**src/motion_config.svh**
```systemverilog
`ifndef MOTION_CONFIG_SVH
`define MOTION_CONFIG_SVH

// Move buffer depth as log2, four entries by default
`define MOVE_BUFFER_BITS 2

// Width of one SPI transfer
`define WORD_BITS 64

// API version returned by the version query
`define VERSION_MAJOR 8'd0
`define VERSION_MINOR 8'd3
`define VERSION_PATCH 8'd1

`endif

```
**src/motion_cmd_pkg.sv**
```systemverilog
`default_nettype none

package motion_cmd_pkg;

  // Opcodes carried in the top byte of a header word
  typedef enum logic [7:0] {
    CMD_COORDINATED_STEP = 8'd1,
    CMD_MOTOR_ENABLE     = 8'd10,
    CMD_CLK_DIVISOR      = 8'd20,
    CMD_MOTORCONFIG      = 8'd30,
    CMD_API_VERSION      = 8'd254
  } cmd_opcode_e;

  // Position inside a multi-word message
  typedef enum logic [2:0] {
    // Waiting for a header word
    MSG_HEADER,
    // Coordinated move data words
    MSG_DURATION,
    MSG_INCREMENT,
    MSG_INCINC,
    // Filler word that clocks out the version reply
    MSG_VERSION
  } msg_state_e;

endpackage

`default_nettype wire

```
**src/motion_move_pkg.sv**
```systemverilog
`default_nettype none

package motion_move_pkg;

  // One buffered move, 193 bits
  typedef struct packed {
    logic        [63:0] duration;
    // Steps per tick, 32 fraction bits
    logic signed [63:0] increment;
    logic signed [63:0] incinc;
    logic               dir;
  } move_t;

  // Motor configuration registers, 20 bits
  typedef struct packed {
    logic       enable;
    logic [2:0] microsteps;
    logic [7:0] current;
    logic [7:0] clock_divisor;
  } motor_cfg_t;

endpackage

`default_nettype wire

```
**src/spi_word.sv**
```systemverilog
`timescale 1ns/1ps
`default_nettype none

`include "motion_config.svh"

module spi_word (
  input  wire                   CLK,
  input  wire                   resetn,
  input  wire                   sck,
  input  wire                   cs,
  input  wire                   copi,
  output logic                  cipo,
  input  wire  [`WORD_BITS-1:0] word_tx,
  output logic [`WORD_BITS-1:0] word_rx,
  output logic                  word_valid
);

  localparam int CNT_BITS = $clog2(`WORD_BITS);
  localparam logic [CNT_BITS-1:0] LAST_BIT = CNT_BITS'(`WORD_BITS - 1);

  // Synchronizers, third stage only for edge detection
  logic [2:0] sck_r;
  logic [2:0] cs_r;
  logic [1:0] copi_r;

  logic [CNT_BITS-1:0]   bit_cnt;
  logic [`WORD_BITS-1:0] rx_shift;
  logic [`WORD_BITS-1:0] tx_shift;

  logic sck_rise;
  logic sck_fall;
  logic cs_fall;
  logic cs_active;

  always_ff @(posedge CLK) begin
    sck_r  <= {sck_r[1:0], sck};
    cs_r   <= {cs_r[1:0], cs};
    copi_r <= {copi_r[0], copi};
  end

  assign sck_rise  = (sck_r[2:1] == 2'b01);
  assign sck_fall  = (sck_r[2:1] == 2'b10);
  assign cs_fall   = (cs_r[2:1] == 2'b10);
  assign cs_active = ~cs_r[1];

  // Bit counter restarts whenever CS is released
  always_ff @(posedge CLK) begin
    if (!resetn) begin
      bit_cnt    <= '0;
      word_valid <= 1'b0;
    end else begin
      word_valid <= 1'b0;
      if (!cs_active) begin
        bit_cnt <= '0;
      end else if (sck_rise) begin
        bit_cnt <= bit_cnt + 1'b1;
        if (bit_cnt == LAST_BIT) begin
          word_valid <= 1'b1;
        end
      end
    end
  end

  // Sample COPI on rising SCK
  always_ff @(posedge CLK) begin
    if (cs_active && sck_rise) begin
      rx_shift <= {rx_shift[`WORD_BITS-2:0], copi_r[1]};
      if (bit_cnt == LAST_BIT) begin
        word_rx <= {rx_shift[`WORD_BITS-2:0], copi_r[1]};
      end
    end
  end

  // Reply goes out MSB first, next bit presented on falling SCK
  always_ff @(posedge CLK) begin
    if (!resetn) begin
      tx_shift <= '0;
    end else if (cs_fall) begin
      tx_shift <= word_tx;
    end else if (cs_active && sck_fall) begin
      tx_shift <= {tx_shift[`WORD_BITS-2:0], 1'b0};
    end
  end

  assign cipo = tx_shift[`WORD_BITS-1];

endmodule

`default_nettype wire

```
**src/command_decoder.sv**
```systemverilog
`timescale 1ns/1ps
`default_nettype none

`include "motion_config.svh"

module command_decoder
  import motion_cmd_pkg::*;
  import motion_move_pkg::*;
(
  input  wire                          CLK,
  input  wire                          resetn,
  input  wire         [`WORD_BITS-1:0] word_rx,
  input  wire                          word_valid,
  output logic        [`WORD_BITS-1:0] word_tx,
  input  wire  signed [63:0]           enc_count,
  output motor_cfg_t                   cfg,
  output move_t                        move,
  output logic                         move_push
);

  msg_state_e         state;
  cmd_opcode_e        opcode;
  logic signed [63:0] enc_snapshot;

  assign opcode = cmd_opcode_e'(word_rx[`WORD_BITS-1 -: 8]);

  // Message tracking, configuration and reply
  always_ff @(posedge CLK) begin
    if (!resetn) begin
      state             <= MSG_HEADER;
      word_tx           <= '0;
      move_push         <= 1'b0;
      cfg.enable        <= 1'b0;
      cfg.microsteps    <= 3'd2;
      cfg.current       <= 8'd140;
      cfg.clock_divisor <= 8'd40;
    end else begin
      move_push <= 1'b0;
      if (word_valid) begin
        // Reply only lives for the next transfer
        word_tx <= '0;
        case (state)
          MSG_HEADER: begin
            case (opcode)
              CMD_COORDINATED_STEP: begin
                state <= MSG_DURATION;
              end
              CMD_MOTOR_ENABLE: begin
                cfg.enable <= word_rx[0];
              end
              CMD_CLK_DIVISOR: begin
                cfg.clock_divisor <= word_rx[7:0];
              end
              CMD_MOTORCONFIG: begin
                cfg.current    <= word_rx[15:8];
                cfg.microsteps <= word_rx[2:0];
              end
              CMD_API_VERSION: begin
                word_tx <= {{(`WORD_BITS-24){1'b0}},
                            `VERSION_MAJOR, `VERSION_MINOR, `VERSION_PATCH};
                state   <= MSG_VERSION;
              end
              default: begin
                state <= MSG_HEADER;
              end
            endcase
          end
          MSG_DURATION: begin
            state <= MSG_INCREMENT;
          end
          MSG_INCREMENT: begin
            // Encoder position taken at the header
            word_tx <= enc_snapshot;
            state   <= MSG_INCINC;
          end
          MSG_INCINC: begin
            move_push <= 1'b1;
            state     <= MSG_HEADER;
          end
          default: begin
            state <= MSG_HEADER;
          end
        endcase
      end
    end
  end

  // Pending move fields and encoder snapshot
  always_ff @(posedge CLK) begin
    if (word_valid) begin
      case (state)
        MSG_HEADER: begin
          if (opcode == CMD_COORDINATED_STEP) begin
            move.dir     <= word_rx[0];
            enc_snapshot <= enc_count;
          end
        end
        MSG_DURATION: begin
          move.duration <= word_rx;
        end
        MSG_INCREMENT: begin
          move.increment <= word_rx;
        end
        MSG_INCINC: begin
          move.incinc <= word_rx;
        end
        default: begin
        end
      endcase
    end
  end

endmodule

`default_nettype wire

```
**src/move_queue.sv**
```systemverilog
`timescale 1ns/1ps
`default_nettype none

`include "motion_config.svh"

module move_queue
  import motion_move_pkg::*;
(
  input  wire        CLK,
  input  wire        resetn,
  input  wire move_t move,
  input  wire        move_push,
  output move_t      head,
  output logic       head_valid,
  input  wire        move_pop,
  output logic       buffer_ready
);

  localparam int DEPTH = 1 << `MOVE_BUFFER_BITS;

  move_t mem [DEPTH];

  // Extra MSB tells a full ring from an empty one
  logic [`MOVE_BUFFER_BITS:0] wr_ptr;
  logic [`MOVE_BUFFER_BITS:0] rd_ptr;
  logic                       full;
  logic                       empty;

  assign empty = (wr_ptr == rd_ptr);
  assign full  = (wr_ptr[`MOVE_BUFFER_BITS] != rd_ptr[`MOVE_BUFFER_BITS]) &&
                 (wr_ptr[`MOVE_BUFFER_BITS-1:0] == rd_ptr[`MOVE_BUFFER_BITS-1:0]);

  always_ff @(posedge CLK) begin
    if (!resetn) begin
      wr_ptr <= '0;
      rd_ptr <= '0;
    end else begin
      if (move_push && !full) begin
        wr_ptr <= wr_ptr + 1'b1;
      end
      if (move_pop && !empty) begin
        rd_ptr <= rd_ptr + 1'b1;
      end
    end
  end

  always_ff @(posedge CLK) begin
    if (move_push && !full) begin
      mem[wr_ptr[`MOVE_BUFFER_BITS-1:0]] <= move;
    end
  end

  assign head         = mem[rd_ptr[`MOVE_BUFFER_BITS-1:0]];
  assign head_valid   = ~empty;
  assign buffer_ready = ~full;

endmodule

`default_nettype wire

```
**src/dda_timer.sv**
```systemverilog
`timescale 1ns/1ps
`default_nettype none

module dda_timer
  import motion_move_pkg::*;
(
  input  wire        CLK,
  input  wire        resetn,
  input  wire  [7:0] clock_divisor,
  input  wire move_t head,
  input  wire        head_valid,
  output logic       move_pop,
  output logic       step,
  output logic       dir,
  output logic       move_done
);

  logic               active;
  logic [7:0]         div_cnt;
  logic [63:0]        remaining;
  logic signed [63:0] accum;
  logic signed [63:0] incr;
  logic [32:0]        step_pending;

  logic               tick;
  logic               start;
  logic               finish;
  logic               emit;
  logic signed [63:0] accum_next;
  logic signed [31:0] whole_delta;
  logic [31:0]        carries;

  // Wait one cycle after a pop so the old head is not restarted
  assign start  = !active && head_valid && !move_pop;
  assign tick   = active && (remaining != '0) && (div_cnt == clock_divisor);
  assign finish = active && (remaining == '0) && (step_pending == '0);
  // Pulses are spaced so each one is a separate high cycle
  assign emit   = (step_pending != '0) && !step;

  // Whole steps crossed this tick, carry or borrow out of bit 31
  assign accum_next  = accum + incr;
  assign whole_delta = accum_next[63:32] - accum[63:32];
  assign carries     = (whole_delta < 0) ? -whole_delta : whole_delta;

  always_ff @(posedge CLK) begin
    if (!resetn) begin
      active       <= 1'b0;
      div_cnt      <= '0;
      remaining    <= '0;
      step_pending <= '0;
      step         <= 1'b0;
      dir          <= 1'b0;
      move_done    <= 1'b0;
      move_pop     <= 1'b0;
    end else begin
      step         <= emit;
      move_done    <= finish;
      move_pop     <= finish;
      step_pending <= step_pending + (tick ? {1'b0, carries} : 33'd0) - 33'(emit);
      if (start) begin
        active    <= 1'b1;
        div_cnt   <= '0;
        remaining <= head.duration;
        dir       <= head.dir;
      end else if (finish) begin
        active <= 1'b0;
      end else if (tick) begin
        div_cnt   <= '0;
        remaining <= remaining - 1'b1;
      end else if (active && remaining != '0) begin
        div_cnt <= div_cnt + 1'b1;
      end
    end
  end

  // Accumulator starts from zero on every move
  always_ff @(posedge CLK) begin
    if (start) begin
      accum <= '0;
      incr  <= head.increment;
    end else if (tick) begin
      accum <= accum_next;
      incr  <= incr + head.incinc;
    end
  end

endmodule

`default_nettype wire

```
**src/quad_enc.sv**
```systemverilog
`timescale 1ns/1ps
`default_nettype none

module quad_enc (
  input  wire                CLK,
  input  wire                resetn,
  input  wire                enc_a,
  input  wire                enc_b,
  output logic signed [63:0] count,
  output logic               fault
);

  logic [1:0] a_sync;
  logic [1:0] b_sync;
  logic [1:0] ab_now;
  logic [1:0] ab_prev;
  logic [1:0] ab_diff;
  logic       moved;
  logic       count_up;

  always_ff @(posedge CLK) begin
    a_sync <= {a_sync[0], enc_a};
    b_sync <= {b_sync[0], enc_b};
  end

  assign ab_now  = {a_sync[1], b_sync[1]};
  assign ab_diff = ab_now ^ ab_prev;

  // Exactly one pin changed
  assign moved    = ^ab_diff;
  // New A against old B, high when A leads
  assign count_up = ab_now[1] ^ ab_prev[0];

  always_ff @(posedge CLK) begin
    if (!resetn) begin
      count   <= '0;
      fault   <= 1'b0;
      ab_prev <= ab_now;  // no false edge out of reset
    end else begin
      ab_prev <= ab_now;
      if (moved) begin
        count <= count_up ? count + 64'sd1 : count - 64'sd1;
      end
      // Both pins moved at once, position is lost
      if (&ab_diff) begin
        fault <= 1'b1;
      end
    end
  end

endmodule

`default_nettype wire

```
**src/motion_core.sv**
```systemverilog
`timescale 1ns/1ps
`default_nettype none

`include "motion_config.svh"

module motion_core
  import motion_move_pkg::*;
(
  input  wire        CLK,
  input  wire        resetn,
  input  wire        sck,
  input  wire        cs,
  input  wire        copi,
  output logic       cipo,
  input  wire        enc_a,
  input  wire        enc_b,
  output logic       step,
  output logic       dir,
  output logic       move_done,
  output logic       buffer_ready,
  output logic       enc_fault,
  output logic       motor_enable,
  output logic [2:0] microsteps,
  output logic [7:0] current
);

  logic [`WORD_BITS-1:0] word_tx;
  logic [`WORD_BITS-1:0] word_rx;
  logic                  word_valid;
  logic signed [63:0]    enc_count;
  motor_cfg_t            cfg;
  move_t                 new_move;
  logic                  move_push;
  move_t                 head;
  logic                  head_valid;
  logic                  move_pop;

  spi_word i_spi_word (
    .CLK(CLK), .resetn(resetn), .sck(sck), .cs(cs), .copi(copi), .cipo(cipo),
    .word_tx(word_tx), .word_rx(word_rx), .word_valid(word_valid)
  );

  command_decoder i_command_decoder (
    .CLK(CLK), .resetn(resetn), .word_rx(word_rx), .word_valid(word_valid),
    .word_tx(word_tx), .enc_count(enc_count), .cfg(cfg), .move(new_move),
    .move_push(move_push)
  );

  move_queue i_move_queue (
    .CLK(CLK), .resetn(resetn), .move(new_move), .move_push(move_push),
    .head(head), .head_valid(head_valid), .move_pop(move_pop),
    .buffer_ready(buffer_ready)
  );

  dda_timer i_dda_timer (
    .CLK(CLK), .resetn(resetn), .clock_divisor(cfg.clock_divisor), .head(head),
    .head_valid(head_valid), .move_pop(move_pop), .step(step), .dir(dir),
    .move_done(move_done)
  );

  quad_enc i_quad_enc (
    .CLK(CLK), .resetn(resetn), .enc_a(enc_a), .enc_b(enc_b),
    .count(enc_count), .fault(enc_fault)
  );

  // Power stage settings leave the core as plain pins
  assign motor_enable = cfg.enable;
  assign microsteps   = cfg.microsteps;
  assign current      = cfg.current;

endmodule

`default_nettype wire

```
**config.mk**
```make
export PLATFORM = sky130hd
export DESIGN_NAME = motion_core
export DESIGN_NICKNAME = d
export VERILOG_FILES = /design/src/motion_cmd_pkg.sv /design/src/motion_move_pkg.sv /design/src/spi_word.sv /design/src/command_decoder.sv /design/src/move_queue.sv /design/src/dda_timer.sv /design/src/quad_enc.sv /design/src/motion_core.sv
export VERILOG_INCLUDE_DIRS = /design/src
export SDC_FILE = /design/constraint.sdc
export NUM_CORES = 2
export LEC_CHECK = 0
export BUFFER_PORTS_ARGS = -buffer_cell sky130_fd_sc_hd__buf_2
export CAP_MARGIN = 20
export CELL_PAD_IN_SITES_DETAIL_PLACEMENT = 0
export CELL_PAD_IN_SITES_GLOBAL_PLACEMENT = 1
export CORE_MARGIN = 4
export CORE_UTILIZATION = 40
export CTS_BUF_LIST = sky130_fd_sc_hd__clkbuf_4 sky130_fd_sc_hd__clkbuf_8
export DETAILED_ROUTE_END_ITERATION = 16
export PLACE_DENSITY = 0.69
export SETUP_SLACK_MARGIN = 0.15
export SYNTH_ARGS = -nofsm -noshare
export SYNTH_HDL_FRONTEND = slang
export SYNTH_SLANG_ARGS = --single-unit
```
**constraint.sdc**
```tcl
create_clock -name CLK -period 11.2 [get_ports CLK]
set_input_delay 0 -clock CLK [delete_from_list [all_inputs] [get_ports CLK]]
set_output_delay 0 -clock CLK [all_outputs]
set_load 0.02 [all_outputs]
```
==> run_results.csv <==
group,metric,value,unit
status,status,"finished clean",
clock_network,h-tree-depth,5,
drt,met2WireLength,77.3,mm
setup_path,cp-start-kind,"register",
clock_network,clkLatencyLatePin,1030,ps
global_route,grt_start_max_net_pins,114,
drt,detailroute.via_count,45522,
drt,drt_iter0_drc,3559,
power,swShare,26.6,%
floorplanning,design.core.area,0.183,mm^2
hold_path,hold_path.class,"in2reg",
power,power.total,14800,uW
timing,timing.fmax,99.1,MHz
placed_design,placed_cells,7923,
floorplanning,floorplan.die_area,0.191,mm^2
final_layout,drive_gt1_share,14.1,%
drt,post_drt_via_cell_ratio,5.39,
synth,synth_area_per_cell,13.0,um^2
power,p_clk_share,37.7,%
clock_network,clock_sink_count,1638,
drt,max_used_layer,"met5",
setup_path,cp.arrival,10870,ps
synth,synth-seq-area-share,61.2,%
placed_design,number_of_input_and_output_port_buffers_inserted,24,
final_layout,area_growth_syn_to_layout,11.9,%
drt,drt_first_pass_iters,8,
power,power.combinational.fraction,16.5,%
global_route,grt_first_pass_wirelength,262,mm
floorplanning,fp.dieW,437,um
timing,relSlewSlack,25.2,%
run,maxCapViolCount,0,
final_layout,layoutNonFillerInstCount,8453,
global_route,antenna_found_initial,9,
synth,synthesis.yosys.warnings,0,
timing,rsz0062_at_grt,"no",
floorplanning,rows,157,
synth,synth.top_cells.by_area,"sky130_fd_sc_hd__edfxtp_1 50%, sky130_fd_sc_hd__dfxtp_1 11%, sky130_fd_sc_hd__mux4_2 5.9%, sky130_fd_sc_hd__ha_1 5.0%, sky130_fd_sc_hd__nor2_1 2.5%",
drt,avgRoutedWirePerCell,19.9,um
clock_network,clk_root_buffer_cell,"sky130_fd_sc_hd__clkbuf_8",
synth,syn-num-nets,5962,
final_layout,most_common_library_cell_in_the_layout_ignoring_fill_and_taps,"sky130_fd_sc_hd__edfxtp_1",
floorplanning,ioPinCount,25,
drt,route.antenna.remaining_nets,0,
clock_network,post_cts_resize_count,0,
setup_path,critPathMaxStageDelay,490,ps
synth,post-synth-top-area-fraction,49.9,%
synth,synth_top_area_cell,"sky130_fd_sc_hd__edfxtp_1",
synth,synth.cell_area,0.0735,mm^2
clock_network,clock_slew_seen_by_the_registers_of_the_worst_setup_and_hold_paths,60,ps
setup_path,timing_worst_setup_path_type,"reg2reg",
synth,postSynth.asyncResetShare,0,%
final_layout,layout.cells.most_common_list,"1220 x sky130_fd_sc_hd__edfxtp_1, 487 x sky130_fd_sc_hd__nor2_1, 416 x sky130_fd_sc_hd__dfxtp_1",
power,peakVddDrop,0.151,mV
placed_design,place.detailed.hpwl,107,mm
power,power.switching,3950,uW
timing,final_hold_viol_count,0,
synth,syn_inst,5657,
final_layout,nNetsFinal,6072,
timing,max_slew.worst_pin.slew,1120,ps
setup_path,cp_slowest_cell,"sky130_fd_sc_hd__a31oi_1",
clock_network,cts_tree,"done",
placed_design,pre_cts_slack,1160,ps
synth,ys.flop_type,"sky130_fd_sc_hd__edfxtp_1",
timing,report.final.slew_viol_count,0,
timing,finalSetupViolations,0,
global_route,grt_pass1_vias,45684,
setup_path,critical_path.endpoint_type,"register",
power,power.density_cell_area,180,mW/mm^2
global_route,gr-total-overflow,0,
floorplanning,fp.dieH,437,um
drt,detailroute.wirelength.met3,8.56,mm
drt,wl_met1,78.2,mm
power,cellInternalPower,10900,uW
drt,drcViolationCount,0,
global_route,grt_util_all_layers,17.4,%
power,static-leakage-power,0.0290,uW
synth,synth_seq_cells,1638,
clock_network,total_setup_buffers_inserted_after_cts,0,
placed_design,routabilityCongestion,0.854,
timing,fin_setup_tns,0,ps
timing,post-route-period-util,90.1,%
timing,post-route-min-period,10090,ps
clock_network,cts-buffers-inserted,293,
setup_path,timing.critical_path.fanout_max,12,
setup_path,worst_ep_required_time,11980,ps
power,seq_power_share,45.8,%
timing,final_skew,111,ps
floorplanning,start_util,40.2,%
clock_network,number_of_buffers_on_the_longest_clock_path,4,
final_layout,fillCellCount,16440,
drt,drt-total-wl,168,mm
timing,final_critical_path_setup_slack,1110,ps
synth,synth_enable_flop_cells,1220,
synth,yosysUniqueCellTypes,105,
power by group through the flow:
stage	logic, uW	clock network (uW)	registers, uW
6_report	2440	5600	6790
5_1_grt	2760	6070	6810
4_1_cts	2450	5770	6800
3_5_place_dp	2430	0	6920
3_3_place_gp	2430	0	6920
2_1_floorplan	1960	0	6870
cell type report:
type | instances | area, um^2 | area share, %
diodes | 4 | 10.0 | 0.0122
clock buffers | 434 | 5340 | 6.49
clock inverters | 79 | 557 | 0.677
inverters | 209 | 792 | 0.963
multi-input cells | 3528 | 26700 | 32.4
flip-flops and latches | 1638 | 45000 | 54.7
well taps | 2464 | 3080 | 3.75
repair buffers | 97 | 786 | 0.955
critical path: cells and delay by family, from the launching register on:
kind,cells,cell delay (ps)
and+or+nand+nor,4,650
xor gates and xnor gates,3,900
DFF,1,410
AOI/OAI and AO/OA,25,6230
buffers and inverters,1,50
adders and majority gates,5,1620
synthesized netlist by cell type, drive strengths merged, types with 38 or more instances:
cell	instances
a211oi	127
a21o	158
a21oi	363
a22oi	63
and3	39
buf	48
clkbuf	234
dfxtp	418
edfxtp	1220
ha	293
inv	208
mux2i	127
mux4	193
nand2	289
nand2b	41
nand3	109
nand4	87
nor2	495
nor3	109
nor4	38
o21ai	256
o21bai	41
xnor2	179
xor2	123
timing repair:
action | CTS | global route
hold endpoints to repair | 98 | 0
hold buffers | 12 | 0
endpoints found under the setup margin | 0 | 0
flip-flops by register name, indices dropped and copies added (netlist names), 8 cells and up, named ones only:
register                        count
i_move_queue.mem                  772
i_command_decoder.move            193
i_command_decoder.enc_snapshot     64
i_command_decoder.word_tx          64
i_dda_timer.incr                   64
i_dda_timer.remaining              64
i_quad_enc.count                   64
i_spi_word.tx_shift                64
i_spi_word.word_rx                 64
i_dda_timer.accum                  63
i_spi_word.rx_shift                63
i_dda_timer.step_pending           33
i_command_decoder.cfg              20
i_dda_timer.div_cnt                 8
per-layer routing:
metal,vias to the layer above,global-route usage (%)
li1,21708,-
met1,22526,24.3
met2,1014,27.5
met3,272,3.54
met4,2,5.16
met5,-,0
through the flow:
stage	hold WS, ps	utilization [%]	area (um^2)
floorplan	27.7	-	73500
global placement	105	41.7	76200
detailed placement	105	41.7	76200
CTS	4.14	45.0	82200
global route	68.2	45.0	82300
finish	136	45.0	82300
cells by family after synthesis:
kind of cell	Yosys count	synth area share, %
flops	1638	61.2
simple gates	1353	8.77
compound gates	1253	11.0
buf+inv	491	2.58
mux	322	7.68
xor+xnor	302	3.60
fa+ha+maj	298	5.12
path summary, 6_finish.rpt:
check	start	end	slack [ps]	depth (start not counted)
max	i_dda_timer.incr[0]	i_dda_timer.step_pending[29]	1110	38
min reg2reg	i_quad_enc.b_sync[0]	i_quad_enc.b_sync[1]	330	0
max reg2reg	i_dda_timer.incr[0]	i_dda_timer.step_pending[29]	1110	38
min	copi	i_spi_word.copi_r[0]	140	3
(Power assumes the default switching activity.)
